File: src/hdl/chipset_pkg.sv
package chipset_pkg;

    // Bus word for addresses and data
    typedef logic [31:0] word_t;

    // Byte write mask, bit n enables byte n
    localparam int BYTES_PER_WORD = 4;
    typedef logic [BYTES_PER_WORD-1:0] mask_t;

    // Peripheral bank count, any value from 1 to 16 fits the map
    localparam int NUM_BANKS = 4;

    // Registers per bank, picked by address bits 3:2
    localparam int REGS_PER_BANK = 4;
    localparam int REG_IDX_W     = $clog2(REGS_PER_BANK);
    localparam int REG_IDX_LSB   = 2;

    // Upper 20 address bits of the MMIO window
    localparam logic [19:0] MMIO_BASE = 20'hFFFF0;

    // Bank index lives in address bits 11:8
    localparam int BANK_STRIDE_BITS = 8;
    localparam int BANK_IDX_W       = 4;

    // Request payload
    typedef struct packed {
        logic  write;
        word_t addr;
        word_t wdata;
        mask_t mask;
    } bus_req_t;

    // Response payload
    typedef struct packed {
        word_t rdata;
        logic  err;
    } bus_rsp_t;

endpackage

File: src/hdl/bus_reg_slice.sv
module bus_reg_slice
    #(
        parameter type payload_t = logic
    )
    (
        // Clock and reset
        input  wire logic clk_i,
        input  wire logic reset_i,

        // Upstream side
        input  wire logic in_valid_i,
        output      logic in_ready_o,
        input  payload_t  in_data_i,

        // Downstream side
        output      logic out_valid_o,
        input  wire logic out_ready_i,
        output payload_t  out_data_o
    );

// Output entry
logic     out_valid_q;
payload_t out_data_q;

// Skid entry, only filled while the output stalls
logic     skid_valid_q;
payload_t skid_data_q;

// Output entry empty or leaving this cycle
logic out_free;
logic in_fire;

// Ready comes straight from a flop, no path from out_ready_i
assign in_ready_o = !skid_valid_q;
assign in_fire    = in_valid_i && in_ready_o;
assign out_free   = !out_valid_q || out_ready_i;

always_ff @(posedge clk_i) begin
    if (reset_i) begin
        out_valid_q  <= 1'b0;
        skid_valid_q <= 1'b0;
    end else if (out_free) begin
        // Skid entry is older, it goes out first
        if (skid_valid_q) begin
            out_valid_q  <= 1'b1;
            skid_valid_q <= 1'b0;
        end else begin
            out_valid_q <= in_valid_i;
        end
    end else if (in_fire) begin
        // Output stalled, park the new entry
        skid_valid_q <= 1'b1;
    end
end

// Payload storage
always_ff @(posedge clk_i) begin
    if (out_free) begin
        if (skid_valid_q) begin
            out_data_q <= skid_data_q;
        end else if (in_valid_i) begin
            out_data_q <= in_data_i;
        end
    end else if (in_fire) begin
        skid_data_q <= in_data_i;
    end
end

assign out_valid_o = out_valid_q;
assign out_data_o  = out_data_q;

endmodule

File: src/hdl/chip_select_decode.sv
module chip_select_decode
    import chipset_pkg::*;
    (
        // Request from the request slice
        input  wire logic                 req_valid_i,
        output      logic                 req_ready_o,
        input  wire word_t                req_addr_i,

        // Response slice input ready
        input  wire logic                 rsp_ready_i,

        // Bank side
        output      logic                 access_o,
        output      logic [NUM_BANKS-1:0] bank_sel_o,
        output      logic [REG_IDX_W-1:0] reg_idx_o,

        // Unmapped access
        output      logic                 miss_o
    );

// Address fields
logic [BANK_IDX_W-1:0] bank_idx;
logic                  prefix_hit;
logic                  bank_in_range;
logic                  pad_zero;
logic                  hit;

assign bank_idx = req_addr_i[BANK_STRIDE_BITS +: BANK_IDX_W];

// FFFF0xxx window
assign prefix_hit = (req_addr_i[31:BANK_STRIDE_BITS+BANK_IDX_W] == MMIO_BASE);

// Bank must exist, extra bit keeps a count of 16 comparable
assign bank_in_range = ({1'b0, bank_idx} < (BANK_IDX_W+1)'(NUM_BANKS));

// Bits 7:4 above the register offset must be clear
assign pad_zero = (req_addr_i[BANK_STRIDE_BITS-1:REG_IDX_LSB+REG_IDX_W] == '0);

assign hit    = prefix_hit && bank_in_range && pad_zero;
assign miss_o = !hit;

// Register offset, byte lane bits ignored
assign reg_idx_o = req_addr_i[REG_IDX_LSB +: REG_IDX_W];

// One-hot select, all zero on a miss
always_comb begin
    bank_sel_o = '0;
    for (int i = 0; i < NUM_BANKS; i++) begin
        if (hit && (bank_idx == BANK_IDX_W'(i))) begin
            bank_sel_o[i] = 1'b1;
        end
    end
end

// Commit point, request leaves exactly when the response is taken
assign req_ready_o = rsp_ready_i;
assign access_o    = req_valid_i && rsp_ready_i;

endmodule

File: src/hdl/mmio_reg_bank.sv
module mmio_reg_bank
    import chipset_pkg::*;
    (
        // Clock and reset
        input  wire logic                 clk_i,
        input  wire logic                 reset_i,

        // Access from the decoder
        input  wire logic                 sel_i,
        input  wire logic                 access_i,
        input  wire logic                 write_i,
        input  wire logic [REG_IDX_W-1:0] reg_idx_i,
        input  wire word_t                wdata_i,
        input  wire mask_t                mask_i,

        // Read port, zero when not selected
        output      word_t                rdata_o
    );

// Register file
word_t regs_q [REGS_PER_BANK];

// Current value of the addressed register
word_t cur_word;

// Addressed register with enabled bytes replaced
word_t merged_word;

logic wr_en;

assign cur_word = regs_q[reg_idx_i];

// Byte lane merge
always_comb begin
    merged_word = cur_word;
    for (int b = 0; b < BYTES_PER_WORD; b++) begin
        if (mask_i[b]) begin
            merged_word[b*8 +: 8] = wdata_i[b*8 +: 8];
        end
    end
end

// Write only on the committing cycle
assign wr_en = access_i && sel_i && write_i;

always_ff @(posedge clk_i) begin
    if (reset_i) begin
        for (int r = 0; r < REGS_PER_BANK; r++) begin
            regs_q[r] <= '0;
        end
    end else if (wr_en) begin
        regs_q[reg_idx_i] <= merged_word;
    end
end

// Reads see the old value, writes echo the merged value
assign rdata_o = !sel_i  ? '0          :
                 write_i ? merged_word : cur_word;

endmodule

File: src/hdl/read_return_mux.sv
module read_return_mux
    import chipset_pkg::*;
    (
        // Per-bank read data
        input  wire word_t    bank_rdata_i [NUM_BANKS],

        // Unmapped address flag
        input  wire logic     miss_i,

        // Response payload
        output      bus_rsp_t rsp_o
    );

// OR of all banks
word_t merged_rdata;

// Unselected banks drive zero, so a plain OR picks the hit
always_comb begin
    merged_rdata = '0;
    for (int i = 0; i < NUM_BANKS; i++) begin
        merged_rdata = merged_rdata | bank_rdata_i[i];
    end
end

// Miss forces zero data and flags an error
always_comb begin
    if (miss_i) begin
        rsp_o.rdata = '0;
        rsp_o.err   = 1'b1;
    end else begin
        rsp_o.rdata = merged_rdata;
        rsp_o.err   = 1'b0;
    end
end

endmodule

File: src/hdl/chipset_bus.sv
module chipset_bus
    import chipset_pkg::*;
    (
        // Clock and reset
        input  wire logic  clk_i,
        input  wire logic  reset_i,

        // Request port
        input  wire logic  req_valid_i,
        output      logic  req_ready_o,
        input  wire logic  req_write_i,
        input  wire word_t req_addr_i,
        input  wire word_t req_wdata_i,
        input  wire mask_t req_mask_i,

        // Response port
        output      logic  rsp_valid_o,
        input  wire logic  rsp_ready_i,
        output      word_t rsp_rdata_o,
        output      logic  rsp_err_o
    );

// Request into and out of the request slice
bus_req_t req_in;
bus_req_t req_q;
logic     req_q_valid;
logic     req_q_ready;

// Response into and out of the response slice
bus_rsp_t rsp_in;
bus_rsp_t rsp_q;
logic     rsp_in_ready;

// Decoder outputs
logic                 access;
logic [NUM_BANKS-1:0] bank_sel;
logic [REG_IDX_W-1:0] reg_idx;
logic                 miss;

// Per-bank read data
word_t bank_rdata [NUM_BANKS];

// Pack loose request fields
assign req_in.write = req_write_i;
assign req_in.addr  = req_addr_i;
assign req_in.wdata = req_wdata_i;
assign req_in.mask  = req_mask_i;

bus_reg_slice #(
    .payload_t   (bus_req_t)
) i_req_slice (
    .clk_i       (clk_i),
    .reset_i     (reset_i),
    .in_valid_i  (req_valid_i),
    .in_ready_o  (req_ready_o),
    .in_data_i   (req_in),
    .out_valid_o (req_q_valid),
    .out_ready_i (req_q_ready),
    .out_data_o  (req_q)
);

chip_select_decode i_chip_select_decode (
    .req_valid_i (req_q_valid),
    .req_ready_o (req_q_ready),
    .req_addr_i  (req_q.addr),
    .rsp_ready_i (rsp_in_ready),
    .access_o    (access),
    .bank_sel_o  (bank_sel),
    .reg_idx_o   (reg_idx),
    .miss_o      (miss)
);

// Identical banks, one per 256-byte window
for (genvar i = 0; i < NUM_BANKS; i++) begin : g_bank
    mmio_reg_bank i_mmio_reg_bank (
        .clk_i     (clk_i),
        .reset_i   (reset_i),
        .sel_i     (bank_sel[i]),
        .access_i  (access),
        .write_i   (req_q.write),
        .reg_idx_i (reg_idx),
        .wdata_i   (req_q.wdata),
        .mask_i    (req_q.mask),
        .rdata_o   (bank_rdata[i])
    );
end

read_return_mux i_read_return_mux (
    .bank_rdata_i (bank_rdata),
    .miss_i       (miss),
    .rsp_o        (rsp_in)
);

// Capture happens on the same cycle as the bank write
bus_reg_slice #(
    .payload_t   (bus_rsp_t)
) i_rsp_slice (
    .clk_i       (clk_i),
    .reset_i     (reset_i),
    .in_valid_i  (req_q_valid),
    .in_ready_o  (rsp_in_ready),
    .in_data_i   (rsp_in),
    .out_valid_o (rsp_valid_o),
    .out_ready_i (rsp_ready_i),
    .out_data_o  (rsp_q)
);

// Unpack response fields
assign rsp_rdata_o = rsp_q.rdata;
assign rsp_err_o   = rsp_q.err;

endmodule

File: config.mk
export PLATFORM = sky130hd
export DESIGN_NAME = chipset_bus
export DESIGN_NICKNAME = d
export VERILOG_FILES = /design/src/hdl/chipset_pkg.sv /design/src/hdl/bus_reg_slice.sv /design/src/hdl/chip_select_decode.sv /design/src/hdl/mmio_reg_bank.sv /design/src/hdl/read_return_mux.sv /design/src/hdl/chipset_bus.sv
export SDC_FILE = /design/constraint.sdc
export NUM_CORES = 1
export LEC_CHECK = 0
export ABC_AREA = 1
export BUFFER_PORTS_ARGS = -buffer_cell sky130_fd_sc_hd__buf_2
export CAP_MARGIN = 20
export CORE_ASPECT_RATIO = 1.5
export CORE_MARGIN = 2
export CORE_UTILIZATION = 55
export DETAILED_ROUTE_END_ITERATION = 10
export HOLD_SLACK_MARGIN = 0.06
export PLACE_DENSITY = 0.72
export SLEW_MARGIN = 10
export SYNTH_ARGS = -nofsm -noshare
export SYNTH_HDL_FRONTEND = slang
export SYNTH_SLANG_ARGS = --single-unit
File: constraint.sdc
create_clock -name clk_i -period 9.6 [get_ports clk_i]
set_clock_uncertainty 0.1 [all_clocks]
set_input_delay 0.48 -clock clk_i [delete_from_list [all_inputs] [get_ports clk_i]]
set_output_delay 0.48 -clock clk_i [all_outputs]
set_load 0.01 [all_outputs]
==> flow_metrics.tcl <==
set metrics [dict create \
    synth.area.top_cells "edfxtp_1 62%, nand2_1 14%, nor2_1 8.2%, nand3_1 3.9%, inv_1 2.7%" \
    track_usage 0.3170 \
    path_max_fanout 81 \
    routabilityCongestion 0.8795 \
    num_rows 112 \
    cp.required_ns 9.74 \
    n_fill_cell 5100 \
    cts_tree "yes" \
    grt_pass1_wl_mm 152.7 \
    first_pass_iters 6 \
    crit_path_start_kind "register" \
    multiInputGateArea_um2 10920 \
    arrival_ns 5.59 \
    synth_top_area_share 0.6207 \
    cts.sink_count 718 \
    cts_resized 0 \
    yosysSeqAreaShare 0.6242 \
    r2r-start "i_req_slice.out_data_o[51]" \
    min_to "i_rsp_slice.skid_valid_q" \
    synth_most_common_cell "nand2_1" \
    portBuffers 105 \
    cts-root-buf "clkbuf_16" \
    ctsHoldBuffers 68 \
    nNetsFinal 3932 \
    synth_fp_nets 3879 \
    yosys.area.top_type "edfxtp_1" \
    insertion_delay_ns 0.63 \
    gr-total-overflow 0 \
    outcome "complete, no violations" \
    synth_top_cells_by_count "1246 x nand2_1, 755 x nor2_1, 712 x edfxtp_1" \
    path_class "reg -> reg" \
    antenna_found_initial 1 \
    post-dp-hpwl_mm 57.80 \
    leakagePower_nw 16.30 \
    synthCells 3806 \
    synth_flop_cell "edfxtp_1" \
    netlist_area_um2 34440 \
    setup_viol 0 \
    p_per_area_nw_per_um2 178.1 \
    dieWidth_um 208.3 \
    cts.path.max_buffers 3 \
    seqCellArea_um2 21510 \
    hold_class "in -> reg" \
    post_cts_buffers 0 \
    rr_endpoint "g_bank[3].i_mmio_reg_bank.regs_q[1][24]" \
    r2r_setup_slack_ns 4.15 \
    num_vias 27261 \
    cap_viol_max_count 0 \
    grt_pass1_vias 26530 \
    fp.dieH_um 310.5 \
    ant_nets 0 \
    path_clk_slew_ns 0.06 \
    route.detailed.drc 0 \
    final.period_utilization 0.5673 \
    end_kind "register" \
    numCtsBuffers 68 \
    finalCriticalPeriod_ns 5.446 \
    ys_ff_latch 718 \
    die_area_um2 64690 \
    tightestPinTransition_ns 1.102 \
    hold_depth 4 \
    hold_viol_final 0 \
    synth_edf_count 712 \
    drt-vias-per-instance 5.789 \
    slew_violations 0 \
    synthArstFlopShare 0 \
    cp-startpoint "i_req_slice.out_data_o[51]" \
    worstRegToRegCells 13 \
    area_growth_pct 10.63 \
    io_pins 108 \
    cts_max_level 3 \
    grt_max_degree 187 \
    fmax_mhz 183.6 \
    drive_gt1_frac 0.08393 \
    yosysWarningCount 0 \
    syn_area_per_cell_um2 9.050 \
    initial_core_util 0.5548 \
    core_region_area_um2 62080 \
    rsz0062_at_grt "no" \
    synth_cell_types 28 \
    wl_mm 102.4 \
    tns_ns 0 \
    hp-start "rsp_ready_i" \
    fin_total_pwr_w 0.006788 \
    maxSlewHeadroom 0.2626 \
    drt_iter0_drc 2650 \
    wl_per_cell_um 21.75 \
    vdd_drop_max_mv 0.1586 \
]
[final cells by class]
type | count | share of cell area
Clock inverter | 37 | 0.006698
Sequential cell | 718 | 0.5645
Tap cell | 798 | 0.02620
Clock buffer | 82 | 0.04659
Antenna cell | 3 | 0.0001970
Inverter | 256 | 0.02578
Multi-Input combinational cell | 2585 | 0.2867
Timing Repair Buffer | 230 | 0.04341
[routing by layer]
layer	global-route usage	wire length [µm]	share of wire	up-vias
met1	0.3491	34330	0.34	12961
met4	0.2679	9198	0.090	0
met3	0.04259	7695	0.075	394
met5	0	0	0	-
met2	0.5479	51220	0.50	1369
li1	-	-	-	12537
[power breakdown]
part | leakage [nW] | total, W | internal, W | switching, W
Combinational | 8.09 | 0.000674 | 0.000167 | 0.000507
Sequential | 7.21 | 0.00357 | 0.00354 | 0.0000327
Clock | 0.998 | 0.00254 | 0.00138 | 0.00117
Total | 16.3 | 0.00679 | 0.00508 | 0.00171
[flip-flops by register name, indices dropped and copies added (netlist names), named ones only]
signal	cells
i_req_slice.skid_data_q	67
i_req_slice.skid_valid_q	1
i_rsp_slice.skid_data_q	33
i_rsp_slice.skid_valid_q	1
i_req_slice.out_data_o	67
i_req_slice.out_valid_o	1
i_rsp_slice.out_data_o	33
i_rsp_slice.out_valid_o	1
g_bank.i_mmio_reg_bank.regs_q	512
[logic make-up (layout without fill, tap and decap cells)]
kind of cell,Yosys count,after routing,synth area share
AND/OR/NAND/NOR,2441,2441,0.2909
flip-flops,718,718,0.6242
buffers and inverters,503,605,0.06353
AO/OA/AOI/OAI,144,144,0.02140
other,0,3,0
[worst max path at each step]
stage,endpoint,cells after the start
6_report,g_bank[3].i_mmio_reg_bank.regs_q[1][24],13
3_5_place_dp,g_bank[3].i_mmio_reg_bank.regs_q[1][24],15
5_1_grt,g_bank[3].i_mmio_reg_bank.regs_q[1][29],15
2_1_floorplan,i_req_slice.out_data_o[0],3
4_1_cts,g_bank[3].i_mmio_reg_bank.regs_q[1][24],15
3_3_place_gp,g_bank[3].i_mmio_reg_bank.regs_q[1][27],15
[per-stage QoR]
step                      hold WS, ns  instance area [µm²]    util  instances  worst slack [ns]
final                          0.1346                38110  0.6138       4709             4.154
after global routing           0.1845                38100  0.6137       4707             3.921
after CTS                      0.1015                38070  0.6133       4705             4.232
after detailed placement       0.4003                35360  0.5696       4518             4.264
after global placement         0.3990                35360  0.5696       4518             4.304
after floorplan                0.3912                34440       -       3806             5.028
[worst max-delay path, cell delays in order, from the launching register on]
cell and delay, ns:
edfxtp_1 0.41, nor3_2 0.24, nand3_1 0.16, nor2_4 0.12
buf_4 0.51, buf_4 0.85, nand3_2 0.20, inv_2 0.09
nand2_1 0.20, nor2_4 0.14, buf_4 0.39, nand2_2 0.68
nand2_1 0.36, buf_4 0.54
[layout by cell type, fill, tap and decap left out, drive strengths merged, types with 2 or more instances in the layout]
cell type / count
nor3: 18
clkbuf: 82
bufinv: 2
buf: 162
dlygate4sd3: 68
o22ai: 2
dfxtp: 6
a21oi: 128
edfxtp: 712
inv: 257
o21ai: 13
nand3: 272
nor2: 763
nand4: 127
clkinv: 33
nand2: 1260
diode: 3
Power figures use the tool's default switching activity.
